## src/boot_rom_image.svh

```systemverilog
`ifndef BOOT_ROM_IMAGE_SVH
`define BOOT_ROM_IMAGE_SVH

// Boot image, one case item per word index
// Loads the flash base and jumps to it
			0:  dat_o <= 32'h1880_0000;
			1:  dat_o <= 32'hA884_0100;
			2:  dat_o <= 32'h1860_9100;
			3:  dat_o <= 32'hA863_0000;
			4:  dat_o <= 32'h9C40_00FF;
			5:  dat_o <= 32'hD803_1001;
			6:  dat_o <= 32'hD803_1000;
			7:  dat_o <= 32'h1800_F000;
			8:  dat_o <= 32'hA800_0200;
			9:  dat_o <= 32'h4400_0000;
			10: dat_o <= 32'h1500_0000;
			11: dat_o <= 32'h0000_0000;
			12: dat_o <= 32'hDEAD_BEEF;
			13: dat_o <= 32'hCAFE_F00D;
			14: dat_o <= 32'h1234_5678;
			15: dat_o <= 32'h8765_4321;

`endif
```

## src/periph_pkg.sv

```systemverilog
`default_nettype none

package periph_pkg;

	//////////////////////////////////////////////////////////////////////
	// Bus widths and basic types
	//////////////////////////////////////////////////////////////////////
	localparam int BUS_DW = 32;
	localparam int BUS_AW = 32;

	typedef logic [BUS_AW-1:0] bus_adr_t;
	typedef logic [BUS_DW-1:0] bus_dat_t;
	typedef logic [7:0] byte_t;

	//////////////////////////////////////////////////////////////////////
	// Address map
	//////////////////////////////////////////////////////////////////////
	// ROM window size follows rom_aw, see addr_decode_stage
	localparam bus_adr_t ROM_BASE = 32'hF000_0000;
	// 4 byte window, offsets 2 and 3 alias onto 0 and 1
	localparam bus_adr_t GPIO_BASE = 32'h9100_0000;

	localparam int unsigned GPIO_DATA_OFS = 0;
	localparam int unsigned GPIO_DIR_OFS = 1;

	typedef enum logic [1:0] {
		TGT_ROM  = 2'd0,
		TGT_GPIO = 2'd1,
		TGT_NONE = 2'd2
	} target_e;

	// Request and response payloads
	typedef struct packed {
		logic     we;
		bus_adr_t adr;
		bus_dat_t dat;
	} req_t;

	typedef struct packed {
		logic     err;
		bus_dat_t dat;
	} rsp_t;

endpackage

`default_nettype wire

```

## src/periph_top.sv

```systemverilog
`timescale 1ns/1ps
`default_nettype none

module periph_top #(
	parameter int req_depth = 4,
	parameter int rsp_depth = 4,
	parameter int rom_aw = 6,
	parameter int rsp_credits = 2
) (
	input  logic                 wb_clk_i,
	input  logic                 rst_n_i,
	// Request link
	input  logic                 req_valid_i,
	input  logic                 req_we_i,
	input  periph_pkg::bus_adr_t req_adr_i,
	input  periph_pkg::bus_dat_t req_dat_i,
	output logic                 req_credit_o,
	// Response link
	output logic                 rsp_valid_o,
	output logic                 rsp_err_o,
	output periph_pkg::bus_dat_t rsp_dat_o,
	input  logic                 rsp_credit_i,
	// GPIO pins
	input  periph_pkg::byte_t    gpio_i,
	output periph_pkg::byte_t    gpio_o,
	output periph_pkg::byte_t    gpio_oe_o
);

	periph_pkg::req_t    req_in;
	logic                req_head_valid;
	periph_pkg::req_t    req_head;
	logic                dec_valid;
	periph_pkg::req_t    dec_req;
	periph_pkg::target_e dec_tgt;
	logic                acc_valid;
	periph_pkg::rsp_t    acc_rsp;
	periph_pkg::rsp_t    rsp_head;
	logic                rsp_slot_free;

	assign req_in = '{we: req_we_i, adr: req_adr_i, dat: req_dat_i};
	assign rsp_err_o = rsp_head.err;
	assign rsp_dat_o = rsp_head.dat;

	//////////////////////////////////////////////////////////////////////
	// Request buffer, launches only into a free response slot
	//////////////////////////////////////////////////////////////////////
	credit_fifo #(
		.depth        (req_depth),
		.init_credits (rsp_depth),
		.payload_t    (periph_pkg::req_t)
	) u_req_fifo (
		.wb_clk_i    (wb_clk_i),
		.rst_n_i     (rst_n_i),
		.in_valid_i  (req_valid_i),
		.in_data_i   (req_in),
		.out_valid_o (req_head_valid),
		.out_data_o  (req_head),
		.credit_i    (rsp_slot_free),
		.credit_o    (req_credit_o)
	);

	addr_decode_stage #(
		.rom_aw (rom_aw)
	) u_addr_decode_stage (
		.wb_clk_i    (wb_clk_i),
		.rst_n_i     (rst_n_i),
		.in_valid_i  (req_head_valid),
		.in_req_i    (req_head),
		.out_valid_o (dec_valid),
		.out_req_o   (dec_req),
		.out_tgt_o   (dec_tgt)
	);

	target_access_stage #(
		.rom_aw (rom_aw)
	) u_target_access_stage (
		.wb_clk_i    (wb_clk_i),
		.rst_n_i     (rst_n_i),
		.in_valid_i  (dec_valid),
		.in_req_i    (dec_req),
		.in_tgt_i    (dec_tgt),
		.gpio_i      (gpio_i),
		.gpio_o      (gpio_o),
		.gpio_oe_o   (gpio_oe_o),
		.out_valid_o (acc_valid),
		.out_rsp_o   (acc_rsp)
	);

	// Response buffer, its pops hand slots back to the request side
	credit_fifo #(
		.depth        (rsp_depth),
		.init_credits (rsp_credits),
		.payload_t    (periph_pkg::rsp_t)
	) u_rsp_fifo (
		.wb_clk_i    (wb_clk_i),
		.rst_n_i     (rst_n_i),
		.in_valid_i  (acc_valid),
		.in_data_i   (acc_rsp),
		.out_valid_o (rsp_valid_o),
		.out_data_o  (rsp_head),
		.credit_i    (rsp_credit_i),
		.credit_o    (rsp_slot_free)
	);

endmodule

`default_nettype wire

```

## src/target_access_stage.sv

```systemverilog
`timescale 1ns/1ps
`default_nettype none

module target_access_stage #(
	parameter int rom_aw = 6
) (
	input  logic                wb_clk_i,
	input  logic                rst_n_i,
	input  logic                in_valid_i,
	input  periph_pkg::req_t    in_req_i,
	input  periph_pkg::target_e in_tgt_i,
	input  periph_pkg::byte_t   gpio_i,
	output periph_pkg::byte_t   gpio_o,
	output periph_pkg::byte_t   gpio_oe_o,
	output logic                out_valid_o,
	output periph_pkg::rsp_t    out_rsp_o
);

	logic                 gpio_sel;
	logic [1:0]           lane;
	periph_pkg::byte_t    wr_byte;
	periph_pkg::byte_t    gpio_rdat;
	periph_pkg::bus_dat_t rom_dat;

	periph_pkg::target_e  tgt_q;
	logic                 we_q;
	logic [1:0]           lane_q;

	//////////////////////////////////////////////////////////////////////
	// 32 to 8 bit resize, lane picked by address bits 1:0
	//////////////////////////////////////////////////////////////////////
	assign gpio_sel = in_valid_i && (in_tgt_i == periph_pkg::TGT_GPIO);
	assign lane = in_req_i.adr[1:0];
	assign wr_byte = in_req_i.dat[8*lane +: 8];

	boot_rom #(
		.rom_aw (rom_aw)
	) u_boot_rom (
		.wb_clk_i (wb_clk_i),
		.adr_i    (in_req_i.adr[rom_aw+1:2]),
		.dat_o    (rom_dat)
	);

	gpio_regs u_gpio_regs (
		.wb_clk_i  (wb_clk_i),
		.rst_n_i   (rst_n_i),
		.wr_i      (gpio_sel && in_req_i.we),
		.rd_i      (gpio_sel && !in_req_i.we),
		.ofs_i     (in_req_i.adr[0]),
		.wdat_i    (wr_byte),
		.gpio_i    (gpio_i),
		.rdat_o    (gpio_rdat),
		.gpio_o    (gpio_o),
		.gpio_oe_o (gpio_oe_o)
	);

	always_ff @(posedge wb_clk_i or negedge rst_n_i) begin
		if (!rst_n_i)
			out_valid_o <= 1'b0;
		else
			out_valid_o <= in_valid_i;
	end

	// Travels alongside the ROM and GPIO read registers
	always_ff @(posedge wb_clk_i) begin
		tgt_q <= in_tgt_i;
		we_q <= in_req_i.we;
		lane_q <= lane;
	end

	// Response formed from the registered read data
	always_comb begin
		out_rsp_o = '0;
		case (tgt_q)
			periph_pkg::TGT_ROM:  out_rsp_o.dat = rom_dat;
			periph_pkg::TGT_GPIO: begin
				if (!we_q)
					out_rsp_o.dat = periph_pkg::bus_dat_t'(gpio_rdat) << (8 * lane_q);
			end
			default: out_rsp_o.err = 1'b1;
		endcase
	end

endmodule

`default_nettype wire

```

## src/gpio_regs.sv

```systemverilog
`timescale 1ns/1ps
`default_nettype none

module gpio_regs (
	input  logic              wb_clk_i,
	input  logic              rst_n_i,
	input  logic              wr_i,
	input  logic              rd_i,
	input  logic              ofs_i,
	input  periph_pkg::byte_t wdat_i,
	input  periph_pkg::byte_t gpio_i,
	output periph_pkg::byte_t rdat_o,
	output periph_pkg::byte_t gpio_o,
	output periph_pkg::byte_t gpio_oe_o
);

	periph_pkg::byte_t dat_q;
	periph_pkg::byte_t dir_q;
	periph_pkg::byte_t pins;

	// Direction 1 drives the pin, 0 listens to it
	assign pins = (dat_q & dir_q) | (gpio_i & ~dir_q);

	assign gpio_o = dat_q;
	assign gpio_oe_o = dir_q;

	always_ff @(posedge wb_clk_i or negedge rst_n_i) begin
		if (!rst_n_i) begin
			dat_q <= '0;
			dir_q <= '0;
		end else if (wr_i) begin
			case (ofs_i)
				periph_pkg::GPIO_DATA_OFS[0]: dat_q <= wdat_i;
				periph_pkg::GPIO_DIR_OFS[0]:  dir_q <= wdat_i;
			endcase
		end
	end

	always_ff @(posedge wb_clk_i) begin
		if (rd_i)
			rdat_o <= (ofs_i == periph_pkg::GPIO_DIR_OFS[0]) ? dir_q : pins;
	end

endmodule

`default_nettype wire

```

## src/boot_rom.sv

```systemverilog
`timescale 1ns/1ps
`default_nettype none

module boot_rom #(
	parameter int rom_aw = 6
) (
	input  logic                 wb_clk_i,
	input  logic [rom_aw-1:0]    adr_i,
	output periph_pkg::bus_dat_t dat_o
);

	//////////////////////////////////////////////////////////////////////
	// Registered read from the image table
	//////////////////////////////////////////////////////////////////////
	always_ff @(posedge wb_clk_i) begin
		case (adr_i)
`include "boot_rom_image.svh"
			// Unlisted words read as zero
			default: dat_o <= '0;
		endcase
	end

endmodule

`default_nettype wire

```

## src/addr_decode_stage.sv

```systemverilog
`timescale 1ns/1ps
`default_nettype none

module addr_decode_stage #(
	parameter int rom_aw = 6
) (
	input  logic                wb_clk_i,
	input  logic                rst_n_i,
	input  logic                in_valid_i,
	input  periph_pkg::req_t    in_req_i,
	output logic                out_valid_o,
	output periph_pkg::req_t    out_req_o,
	output periph_pkg::target_e out_tgt_o
);

	logic                rom_hit;
	logic                gpio_hit;
	periph_pkg::target_e tgt;

	// ROM window is 2**(rom_aw+2) bytes
	assign rom_hit = (in_req_i.adr >> (rom_aw + 2)) ==
		(periph_pkg::ROM_BASE >> (rom_aw + 2));
	assign gpio_hit = (in_req_i.adr >> 2) == (periph_pkg::GPIO_BASE >> 2);

	always_comb begin
		tgt = periph_pkg::TGT_NONE;
		// ROM writes fall through to the error target
		if (rom_hit && !in_req_i.we)
			tgt = periph_pkg::TGT_ROM;
		else if (gpio_hit)
			tgt = periph_pkg::TGT_GPIO;
	end

	always_ff @(posedge wb_clk_i or negedge rst_n_i) begin
		if (!rst_n_i)
			out_valid_o <= 1'b0;
		else
			out_valid_o <= in_valid_i;
	end

	always_ff @(posedge wb_clk_i) begin
		out_req_o <= in_req_i;
		out_tgt_o <= tgt;
	end

endmodule

`default_nettype wire

```

## src/credit_fifo.sv

```systemverilog
`timescale 1ns/1ps
`default_nettype none

module credit_fifo #(
	parameter int depth = 4,
	parameter int init_credits = 2,
	parameter type payload_t = logic
) (
	input  logic     wb_clk_i,
	input  logic     rst_n_i,
	input  logic     in_valid_i,
	input  payload_t in_data_i,
	output logic     out_valid_o,
	output payload_t out_data_o,
	input  logic     credit_i,
	output logic     credit_o
);

	localparam int ptr_w = (depth > 1) ? $clog2(depth) : 1;
	localparam int cnt_w = $clog2(depth + 1);
	localparam int crd_w = $clog2(init_credits + 1);

	payload_t mem [depth];

	logic [ptr_w-1:0] wr_ptr;
	logic [ptr_w-1:0] rd_ptr;
	logic [cnt_w-1:0] count;
	logic [crd_w-1:0] credits;
	logic             pop;

	// Head leaves as soon as downstream has room for it
	assign pop = (count != '0) && (credits != '0);

	assign out_valid_o = pop;
	assign out_data_o = mem[rd_ptr];
	assign credit_o = pop;

	// Upstream credits guarantee a free slot
	always_ff @(posedge wb_clk_i) begin
		if (in_valid_i)
			mem[wr_ptr] <= in_data_i;
	end

	always_ff @(posedge wb_clk_i or negedge rst_n_i) begin
		if (!rst_n_i) begin
			wr_ptr <= '0;
			rd_ptr <= '0;
			count <= '0;
			credits <= crd_w'(init_credits);
		end else begin
			if (in_valid_i)
				wr_ptr <= (wr_ptr == ptr_w'(depth - 1)) ? '0 : wr_ptr + 1'b1;
			if (pop)
				rd_ptr <= (rd_ptr == ptr_w'(depth - 1)) ? '0 : rd_ptr + 1'b1;

			case ({in_valid_i, pop})
				2'b10:   count <= count + 1'b1;
				2'b01:   count <= count - 1'b1;
				default: count <= count;
			endcase

			// Downstream credit counter
			case ({credit_i, pop})
				2'b10:   credits <= credits + 1'b1;
				2'b01:   credits <= credits - 1'b1;
				default: credits <= credits;
			endcase
		end
	end

endmodule

`default_nettype wire

```

## config.mk

```make
export PLATFORM = sky130hd
export DESIGN_NAME = periph_top
export DESIGN_NICKNAME = d
export VERILOG_FILES = /design/src/periph_pkg.sv /design/src/periph_top.sv /design/src/target_access_stage.sv /design/src/gpio_regs.sv /design/src/boot_rom.sv /design/src/addr_decode_stage.sv /design/src/credit_fifo.sv
export VERILOG_INCLUDE_DIRS = /design/src
export SDC_FILE = /design/constraint.sdc
export NUM_CORES = 1
export LEC_CHECK = 0
export ABC_CLOCK_PERIOD_IN_PS = 6900
export BUFFER_PORTS_ARGS = -buffer_cell sky130_fd_sc_hd__clkbuf_2
export CAP_MARGIN = 20
export CORE_MARGIN = 5
export CORE_UTILIZATION = 64
export DETAILED_ROUTE_END_ITERATION = 6
export PLACE_DENSITY = 0.84
export SETUP_SLACK_MARGIN = 0.05
export SLEW_MARGIN = 20
export SYNTH_ARGS = -nofsm -noshare
export SYNTH_HDL_FRONTEND = slang
export SYNTH_SLANG_ARGS = --single-unit
```

## constraint.sdc

```tcl
create_clock -name wb_clk_i -period 6.9 [get_ports wb_clk_i]
set_clock_uncertainty 0.1 [all_clocks]
set_input_delay 1.035 -clock wb_clk_i [delete_from_list [all_inputs] [get_ports wb_clk_i]]
set_output_delay 1.035 -clock wb_clk_i [all_outputs]
set_load 0.05 [all_outputs]
```

==> results by group, run 1 <==
Outcome
  – Status: finished clean

Hold path
  – Worst hold path class: reg2reg

STA
  – F_max: 281 MHz
  – Relative slew slack: 0.355
  – Slew Viols, Final: 0
  – Final setup fails: 0
  – Fin crit share: 0.515
  – Tightest Pin Transition: 0.961 ns
  – Final worst path period need: 3.55 ns
  – Setup TNS: 0 ns
  – RSZ-0062 raised after global routing: no
  – Hold Violations, Final: 0

Clock tree
  – # Post-CTS Setup Buffers: 0
  – Sink Count: 516
  – CTS tree: yes
  – Longest Clk Path Bufs: 3
  – CTS Hold Bufs: 0
  – H-tree depth: 2
  – Worst-path clk slew: 0.07 ns
  – CTS resizes: 0
  – Clk_lat worst skew: 0.55 ns
  – Num CTS Buffers: 47
  – Clock root cell: clkbuf_16

Routing
  – DRT Wirelength: 34,300 µm
  – Iteration-0 DRC Markers: 812
  – DRT Pass-1 Iters: 5
  – Vias/cell: 5.92
  – Routed Antenna Nets: 0
  – Post-route DRC: 0
  – Via count: 9,016
  – WL/cell: 22.5 µm

Power and ir drop
  – P_leak: 0.00772 µW
  – Pwr dens: 316 nW/µm²
  – Worst-case vdd ir drop: 0.000285 V

Critical path
  – WS Path Type: reg2out
  – CP startpoint kind: flip-flop
  – Req. time, crit path: 5.76 ns
  – Worst path arrival time: 2.42 ns
  – Crit end category: output port
  – Crit-path max FO: 29

Die
  – Io pins: 128
  – Placement Rows: 62
  – Die Ht: 181 µm
  – Die W: 181 µm
  – Die area: 32,600 µm²
  – Starting Density: 0.649
  – Core Box Area: 28,700 µm²

Synthesis
  – Ys flop type: edfxtp_1
  – Ys async rst share: 0.0717
  – Seq/Total Area, Yosys: 0.780
  – Synth Cell Area: 18,600 µm²
  – Avg Cell Area, Syn: 19.7 µm²
  – Syn nets: 1,042
  – Number of flops mapped to enable cells by yosys: 400
  – Unique masters post-synth: 48
  – Synth Instances: 944
  – Share of the synthesized area in the top cell type: 0.645
  – Largest area contributor in the netlist: edfxtp_1
  – Synth warnings: 0
  – Synth top area cells: edfxtp_1, mux4_2, dfxtp_1, dfrtp_1, a22o_1
  – Flops & latches, synth: 516
  – Commonest cells post-synth: edfxtp_1, mux4_2, dfxtp_1
  – Most frequent cell after synthesis: edfxtp_1

Global route
  – Gr ovfl total: 0
  – GRT Total Usage: 0.212
  – Number of antenna violations at the first check in global routing: 5
  – Number of global-route vias before repair: 9,543
  – Pin count of the biggest net entering global routing: 66
  – Global-route wire length before repair: 53,800 µm

Final layout
  – Layout cell share with drive strength beyond 1: 0.288
  – Total Nets Final: 1,198
  – Syn-to-layout area delta: 13.7%
  – Final core utilization: 0.738
  – Final Cell Area: 21,200 µm²

Placed design
  – DP Area: 19,700 µm²
  – Post-detail-place hpwl: 21,100 µm
  – I/O Buffers: 127
  – Gpl congestion: 0.934

Job
  – Maxcap violations: 0
==> registers in the layout (all words and copies together) (netlist names), 3 cells and up <==
| name | flops |
|---|---|
| u_target_access_stage.u_gpio_regs.gpio_oe_o | 8 |
| u_addr_decode_stage.out_req_o | 41 |
| u_req_fifo.count | 3 |
| u_rsp_fifo.count | 3 |
| u_rsp_fifo.mem | 132 |
| u_target_access_stage.u_gpio_regs.gpio_o | 8 |
| u_req_fifo.credits | 3 |
| u_target_access_stage.u_boot_rom.dat_o | 31 |
| u_req_fifo.mem | 260 |
| u_target_access_stage.u_gpio_regs.rdat_o | 8 |
==> cells in the final DEF (no fill, tap or decap), types with 9 or more instances in the layout <==
master | synthesis | final
buf_4 | 0 | 16
clkbuf_2 | 0 | 127
mux2_2 | 18 | 18
o21ai_0 | 30 | 30
clkbuf_1 | 18 | 15
nand2_1 | 31 | 31
a22o_1 | 27 | 27
mux4_2 | 86 | 86
clkbuf_16 | 0 | 48
nor4_1 | 14 | 14
edfxtp_1 | 400 | 400
nor3_1 | 9 | 9
nor2_1 | 38 | 38
clkinv_2 | 0 | 9
dfxtp_1 | 79 | 79
ha_1 | 18 | 18
a21oi_1 | 16 | 16
dfrtp_1 | 35 | 32
inv_1 | 23 | 23
==> layout make-up <==
| cell class | instances | area, µm² |
|---|---|---|
| Sequential cell | 516 | 14500 |
| Fill cell | 1618 | 7530 |
| Multi-Input combinational cell | 368 | 3870 |
| Clock buffer | 63 | 1260 |
| Timing Repair Buffer | 143 | 756 |
| Tap cell | 384 | 480 |
| Clock inverter | 23 | 189 |
| Inverter | 24 | 90.1 |
| Antenna cell | 3 | 7.51 |
==> power by group <==
group | internal [µW] | switching [µW] | total [µW]
clock | 1360 | 1070 | 2430
combinational | 155 | 288 | 443
sequential | 3700 | 115 | 3810
==> metrics by stage <==
| stage | hold slack [ns] | setup slack, ns | power (µW) | instances |
|---|---|---|---|---|
| final | 0.315 | 3.35 | 6690 | 1524 |
| after global routing | 0.327 | 3.15 | 6940 | 1524 |
| after CTS | 0.312 | 3.26 | 6730 | 1521 |
| after detailed placement | 0.293 | 3.72 | 4320 | 1435 |
| after global placement | 0.298 | 3.78 | 4280 | 1435 |
| after floorplan | 0.226 | 3.81 | 4130 | 944 |
==> layer usage <==
| metal | track usage | vias up | share of wire |
|---|---|---|---|
| met5 | 0 | - | 0.00099 |
| met4 | 0.0693 | 4 | 0.025 |
| li1 | - | 4056 | - |
| met1 | 0.276 | 4563 | 0.39 |
| met2 | 0.365 | 326 | 0.52 |
| met3 | 0.0428 | 67 | 0.057 |
==> logic make-up (layout without fill, tap and decap cells) <==
family	after synthesis	count (layout)	synth area share
AO/OA/AOI/OAI	89	89	0.0319
buffers and inverters	60	253	0.0132
multiplexers	108	108	0.117
XOR/XNOR	13	13	0.00611
other	0	3	0
AND/OR/NAND/NOR	137	137	0.0370
adder cells (fa/ha/maj)	21	21	0.0153
flip-flops	516	516	0.780
==> path summary, 6_finish.rpt <==
| path | from | endpoint | slack (ns) | depth (start not counted) |
|---|---|---|---|---|
| max | u_rsp_fifo.rd_ptr[0] | rsp_dat_o[3] | 3.35 | 3 |
| min | u_addr_decode_stage.out_req_o[64] | u_target_access_stage.we_q | 0.31 | 0 |
| max reg2reg | u_req_fifo.rd_ptr[0] | u_addr_decode_stage.out_tgt_o[1] | 3.81 | 5 |
| min reg2reg | u_addr_decode_stage.out_req_o[64] | u_target_access_stage.we_q | 0.31 | 0 |
| max in group asynchronous | rst_n_i | u_req_fifo.rd_ptr[0] | 5.55 | 1 |
| min in group asynchronous | rst_n_i | u_rsp_fifo.credits[0] | 0.52 | 1 |
==> critical path: stages, from the launching register on <==
cell and delay (ns):
dfrtp_2 0.48, buf_4 0.51, mux4_2 0.60, clkbuf_2 0.26
No activity file was read; power rests on OpenSTA's default activity.
==> inputs of run 2 (changes only) <==
- ABC_AREA: unset -> 1
- ABC_CLOCK_PERIOD_IN_PS: 6900 -> 3500
- CORE_UTILIZATION: 64 -> 60
- PLACE_DENSITY: 0.84 -> 0.79
- clock period: 6.9 -> 3.5 ns (I/O delays scaled with it)
==> run 2 against run 1 <==
The flow now finishes with violations (negative hold slack). Highest routed layer unchanged. Largest power group unchanged. Register-to-register slack worse by 2.5 ns. Worst hold slack worse by 0.33 ns. Critical endpoint is now rsp_dat_o[4]. Flip-flop and latch count unchanged. Final area up 3.1%.
==> results by group, run 2 <==
Synthesis
  – Flops & latches, synth: 516 (unchanged)
  – Ys flop type: edfxtp_1
  – Number of flops mapped to enable cells by yosys: 400 (unchanged)
  – Commonest cells post-synth: edfxtp_1, nor2_1, o21ai_0
  – Ys async rst share: 0.0717 (unchanged)
  – Synth top area cells: edfxtp_1, dfxtp_1, o21ai_0, dfrtp_1, nor2_1
  – Synth Cell Area: 19,200 µm² (+3.2%)
  – Share of the synthesized area in the top cell type: 0.625 (-0.0203)
  – Largest area contributor in the netlist: edfxtp_1
  – Syn nets: 1,591 (+53%)
  – Unique masters post-synth: 34 (-29%)
  – Most frequent cell after synthesis: edfxtp_1
  – Synth Instances: 1,493 (+58%)
  – Seq/Total Area, Yosys: 0.755 (-0.0245)
  – Synth warnings: 0 (unchanged)
  – Avg Cell Area, Syn: 12.9 µm² (-35%)

Power and ir drop
  – P_leak: 0.00852 µW (+10%)
  – Worst-case vdd ir drop: 0.000554 V (+94%)
  – Pwr dens: 630 nW/µm² (+99%)
  – Tot Pwr: 13,800 µW (+110%)

Final layout
  – Final Cell Area: 21,800 µm² (+3.1%)
  – N_diodes: 0 (-3)
  – Syn-to-layout area delta: 13.5%
  – Reg area: 14,500 µm² (about the same)
  – Total Nets Final: 1,716 (+43%)
  – Commonest non-fill, non-tap cells in the layout: edfxtp_1, nor2_1, o21ai_0
  – Largest regs: u_req_fifo.mem: 260 flops, u_rsp_fifo.mem: 132 flops, u_addr_decode_stage.out_req_o: 41 flops
  – Max reg flops: 260 (unchanged)
  – Largest reg by FF count: u_req_fifo.mem
  – Commonest non-fill, non-tap cell in the layout: edfxtp_1
  – Multi-input logic area: 3960 µm² (+2.3%)
  – Layout cell share with drive strength beyond 1: 0.145 (-0.143)
  – Fill count: 2,100 (+30%)

Routing
  – Vias/cell: 5.69 (-3.8%)
  – M1 wire length: 15,200 µm (+13%)
  – Post-route DRC: 0 (unchanged)
  – WL/cell: 19.1 µm (-15%)
  – Routed Antenna Nets: 0 (unchanged)
  – DRT Pass-1 Iters: 6 (+1)
  – Met3 WL: 2850 µm (+46%)
  – Iteration-0 DRC Markers: 992 (+22%)
  – Via count: 11,721 (+30%)
  – DRT Wirelength: 39,400 µm (+15%)
  – Met2 Wirelength: 20,100 µm (+12%)
  – Top routing layer in use: met5

Clock tree
  – CTS tree: yes
  – Clock root cell: clkbuf_16
  – Clk_lat worst skew: 0.56 ns (about the same)
  – Sink Count: 516 (unchanged)
  – CTS resizes: 0 (unchanged)
  – # Post-CTS Setup Buffers: 0 (unchanged)
  – Num CTS Buffers: 49 (+4.3%)
  – Worst-path clk slew: 0.06 ns (about the same)
  – Longest Clk Path Bufs: 3 (unchanged)
  – H-tree depth: 2 (unchanged)
  – CTS Hold Bufs: 0 (unchanged)

Global route
  – GRT Total Usage: 0.219 (+0.00693)
  – Number of global-route vias before repair: 11,738 (+23%)
  – Gr ovfl total: 0 (unchanged)
  – Pin count of the biggest net entering global routing: 101 (+53%)
  – Global-route wire length before repair: 62,000 µm (+15%)
  – Number of antenna violations at the first check in global routing: 4 (-1)

STA
  – Tightest Pin Transition: 1.03 ns (+0.0717 ns)
  – Setup TNS: 0 ns (unchanged)
  – Hold_ws: -0.0201 ns (-0.335 ns)
  – Final worst path period need: 2.92 ns
  – F_max: 342 MHz
  – RSZ-0062 raised after global routing: no
  – Slew Viols, Final: 0 (unchanged)
  – Fin crit share: 0.834
  – Relative slew slack: 0.312 (-0.0429)
  – Final setup fails: 0 (unchanged)
  – Hold Violations, Final: 18 (+18)

Critical path
  – Req. time, crit path: 2.87 ns (-2.89 ns)
  – CP max-delay cell: inv_1
  – Crit-path max FO: 18 (-38%)
  – Crit end category: output port
  – WS Path Type: reg2out
  – FF-to-FF path depth: 3 (-2)
  – Critical-path cell list: inv_1, buf_4, o21ai_0, o22ai_1, clkbuf_2
  – CP startpoint kind: flip-flop
  – Worst path arrival time: 2.30 ns (-0.12 ns)
  – Slowest cell delay on critical path: 0.43 ns (-0.17 ns)

Die
  – Placement Rows: 65 (+4.8%)
  – Io pins: 128 (unchanged)
  – Die Ht: 189 µm (+4.7%)
  – Die W: 189 µm (+4.7%)
  – Core Box Area: 31,600 µm² (+10%)
  – Die area: 35,700 µm² (+9.6%)
  – Starting Density: 0.608 (-0.0411)

Placed design
  – I/O Buffers: 127 (unchanged)
  – Post-detail-place hpwl: 23,800 µm (+13%)
  – Gpl congestion: 0.952 (+1.9%)
  – DP Area: 20,200 µm² (+2.5%)

Job
  – Maxcap violations: 0 (unchanged)

Outcome
  – Status: complete, but fails checks
  – Failing checks: negative hold slack

Hold path
  – Worst hold path class: in2async
==> run 2: changes by cell type in the layout (fill, tap and decap cells not counted), sizes merged, moves of 14 or more <==
cell / change
nand3: +44
o22ai: +107
nor4: -14
nand2: +121
a22o: -27
o21ai: +163
nor2: +177
mux4: -86
inv: +90
==> run 2: path summary, 6_finish.rpt <==
path | startpoint | endpoint | slack [ns]
worst max-delay path | u_rsp_fifo.rd_ptr[0] | rsp_dat_o[4] | 0.58
worst min-delay path | rst_n_i | u_req_fifo.wr_ptr[1] | -0.02
worst max register to register | u_target_access_stage.tgt_q[1] | u_rsp_fifo.mem[3][24] | 1.28
worst min register to register | u_addr_decode_stage.out_req_o[64] | u_target_access_stage.we_q | 0.27
max in group asynchronous | rst_n_i | u_req_fifo.rd_ptr[0] | 2.72
min in group wb_clk_i | req_dat_i[1] | u_req_fifo.mem[0][1] | 0.09
==> run 2: per-stage QoR <==
| stage | cells | utilization | setup slack, ns |
|---|---|---|---|
| floorplan | 1493 | - | 0.881 |
| global placement | 1969 | 0.639 | 1.27 |
| detailed placement | 1969 | 0.639 | 1.17 |
| CTS | 2060 | 0.690 | 0.565 |
| global route | 2060 | 0.690 | 0.443 |
| finish | 2060 | 0.690 | 0.580 |
==> run 2: layout make-up <==
class                   count  share of cell area
multi-input cells         795               0.181
repair buffers            145              0.0370
clock inverters            28              0.0136
inverters                 111              0.0193
flip-flops and latches    516               0.665
well taps                 402              0.0230
clock buffers              63              0.0608
==> run 2: cell families after synthesis <==
logic type | Yosys count | share of synthesized area
flip-flops | 516 | 0.755
AND/OR/NAND/NOR | 436 | 0.0909
AO/OA/AOI/OAI | 322 | 0.0916
buffers and inverters | 182 | 0.0394
adder cells (fa/ha/maj) | 21 | 0.0148
XOR/XNOR | 8 | 0.00364
multiplexers | 8 | 0.00468
==> run 2: per-layer routing <==
layer,vias to the layer above,GRT usage
li1,5554,-
met1,5605,0.277
met2,463,0.384
met3,93,0.0428
met4,6,0.0723
met5,-,0
==> run 2: where the power goes <==
| group | leakage [µW] | switching [µW] | internal [µW] | total (µW) |
|---|---|---|---|---|
| Clock | 0.000804 | 2170 | 3130 | 5300 |
| Combinational | 0.00259 | 711 | 264 | 975 |
| Sequential | 0.00512 | 195 | 7280 | 7480 |
==> run 2: worst max-delay path: cells and delay by family (launching register included) <==
family	cells	cell delay [ns]
AOI/OAI and AO/OA	2	0.30
buffers and inverters	3	1.06
DFF	1	0.38
==> inputs of run 3 (changes only) <==
- ABC_CLOCK_PERIOD_IN_PS: 3500 -> 3000
- clock period: 3.5 -> 3 ns (I/O delays scaled with it)
==> run 3 against run 2 <==
The flow now finishes without violations. Register-to-register slack lost 0.49 ns. Non-clock buffer count grew 6. Clock power grew 7.9%. Largest power group unchanged. Routed wire length shrank 1.8%. Critical path depth shrank 1. Flip-flop and latch count is the same. Die area is the same. Final area shrank 0.15%. Critical endpoint is now rsp_dat_o[5]. First-iteration DRC count shrank 5.3%. Combinational power grew 18%.
==> results by group, run 3 (same netlist as run 2, synthesis figures left out) <==
Final layout
  – Commonest non-fill, non-tap cell in the layout: edfxtp_1
  – Syn-to-layout area delta: 13.4%
  – Largest reg by FF count: u_req_fifo.mem
  – Commonest non-fill, non-tap cells in the layout: edfxtp_1, nor2_1, o21ai_0
  – Final core utilization: 0.689 (-0.00107)
  – Max reg flops: 260 (unchanged)
  – Largest regs: u_req_fifo.mem: 260 flops, u_rsp_fifo.mem: 132 flops, u_addr_decode_stage.out_req_o: 41 flops
  – Layout cell share with drive strength beyond 1: 0.143 (-0.00284)
  – Total Nets Final: 1,721 (+0.29%)

Job
  – Maxcap violations: 0 (unchanged)

Power and ir drop
  – Logic gate share of total power: 0.074 (+0.003)
  – Internal: 12,100 µW (+13%)
  – Register share of total power: 0.559 (+0.015)
  – Clock share of power: 0.367 (-0.018)
  – Pwr dens: 715 nW/µm² (+14%)
  – Sw Share: 0.224 (+0.000503)
  – Sw power: 3490 µW (+14%)
  – P_leak: 0.00848 µW (-0.42%)
  – Worst-case vdd ir drop: 0.000602 V (+8.7%)

Die
  – Placement Rows: 65 (unchanged)
  – Core Box Area: 31,600 µm² (unchanged)
  – Die W: 189 µm (unchanged)
  – Die Ht: 189 µm (unchanged)
  – Io pins: 128 (unchanged)
  – Starting Density: 0.608 (unchanged)
  – Die area: 35,700 µm² (unchanged)

Critical path
  – WS Path Type: reg2out
  – Crit end category: output port
  – Worst path arrival time: 2.23 ns (-0.07 ns)
  – Req. time, crit path: 2.45 ns (-0.42 ns)
  – CP startpoint kind: flip-flop
  – Crit-path max FO: 68 (+50)

Routing
  – WL/cell: 18.7 µm (-2.1%)
  – Routed Antenna Nets: 0 (unchanged)
  – DRT Wirelength: 38,700 µm (-1.8%)
  – Vias/cell: 5.71 (+0.27%)
  – DRT Pass-1 Iters: 6 (unchanged)
  – Post-route DRC: 0 (unchanged)
  – Iteration-0 DRC Markers: 939 (-5.3%)
  – Via count: 11,787 (+0.56%)

Global route
  – Number of antenna violations at the first check in global routing: 7 (+3)
  – GRT Total Usage: 0.215 (-0.00374)
  – Gr ovfl total: 0 (unchanged)
  – Number of global-route vias before repair: 11,700 (-0.32%)
  – Pin count of the biggest net entering global routing: 100 (-0.99%)
  – Global-route wire length before repair: 61,400 µm (-0.95%)

Placed design
  – Post-detail-place hpwl: 23,600 µm (-0.88%)
  – I/O Buffers: 127 (unchanged)
  – Gpl congestion: 0.896 (-6.0%)

Clock tree
  – Clock root cell: clkbuf_16
  – H-tree depth: 2 (unchanged)
  – CTS resizes: 0 (unchanged)
  – Clk_lat worst skew: 0.55 ns (about the same)
  – Longest Clk Path Bufs: 3 (unchanged)
  – Worst-path clk slew: 0.06 ns (about the same)
  – Num CTS Buffers: 48 (-2.0%)
  – Sink Count: 516 (unchanged)
  – CTS tree: yes

STA
  – Hold Violations, Final: 0 (-18)
  – Final worst path period need: 2.78 ns
  – F_max: 360 MHz
  – Relative slew slack: 0.391 (+0.0794)
  – Fin crit share: 0.926
  – Final setup fails: 0 (unchanged)
  – Slew Viols, Final: 0 (unchanged)
  – RSZ-0062 raised after global routing: no
  – Setup TNS: 0 ns (unchanged)
  – Tightest Pin Transition: 0.913 ns (-0.119 ns)

Hold path
  – Worst hold path class: in2reg

Outcome
  – Status: finished clean
run 3: through the flow:
stage	area, µm²	power, µW	hold WS, ns	setup WS [ns]	std cells
after floorplan	19200	9520	0.0544	0.456	1493
after global placement	20300	9960	0.240	0.883	1971
after detailed placement	20300	10000	0.238	0.799	1971
after CTS	21800	15700	0.000141	0.224	2065
after global routing	21800	16200	0.000834	0.0881	2066
final	21800	15600	0.0186	0.223	2066
run 3: what timing repair did:
| item | CTS | global route |
|---|---|---|
| hold buffers | 4 | 0 |
| setup buffers | 0 | 0 |
| setup endpoints to repair | 0 | 0 |
| endpoints found under the hold margin | 18 | 0 |
run 3: per-layer routing:
layer  vias up  wire [µm]  global-route usage
met5         -         65                   0
met4        10        954              0.0600
met3        80       2810              0.0463
met2       447      19600               0.373
met1      5684      15200               0.278
li1       5566          -                   -
run 3: critical path, stage by stage (launching register included):
cell	delay [ns]
dfrtp_1	0.34
buf_4	0.51
o21ai_0	0.21
o22ai_1	0.26
clkbuf_2	0.33
run 3: power by group through the flow:
| stage | clock network [µW] | registers, µW | logic [µW] |
|---|---|---|---|
| detailed placement | 0 | 8860 | 1150 |
| global placement | 0 | 8840 | 1120 |
| global route | 6150 | 8770 | 1290 |
| finish | 5720 | 8720 | 1150 |
| floorplan | 0 | 8810 | 704 |
| CTS | 5830 | 8720 | 1170 |
run 3: area by class of cell:
| cell class | count | area [µm²] |
|---|---|---|
| timing repair buffer | 151 | 901 |
| fill | 2097 | 9830 |
| sequential | 516 | 14500 |
| clock buffer | 67 | 1320 |
| tap | 402 | 503 |
| antenna | 1 | 2.50 |
| inverter | 111 | 422 |
| multi-input combinational | 795 | 3960 |
| clock inverter | 23 | 174 |
run 3: final timing paths:
kind / endpoint / slack [ns] / cells past startpoint / start
worst max-delay path: rsp_dat_o[5] / 0.22 / 4 / u_rsp_fifo.rd_ptr[0]
worst min-delay path: u_req_fifo.mem[3][28] / 0.02 / 1 / req_dat_i[28]
worst max register to register: u_rsp_fifo.mem[1][8] / 0.79 / 3 / u_target_access_stage.tgt_q[1]
worst min register to register: u_target_access_stage.tgt_q[1] / 0.25 / 0 / u_addr_decode_stage.out_tgt_o[1]
max in group asynchronous: u_req_fifo.rd_ptr[0] / 1.70 / 2 / rst_n_i
min in group asynchronous: u_req_fifo.wr_ptr[0] / 0.47 / 2 / rst_n_i
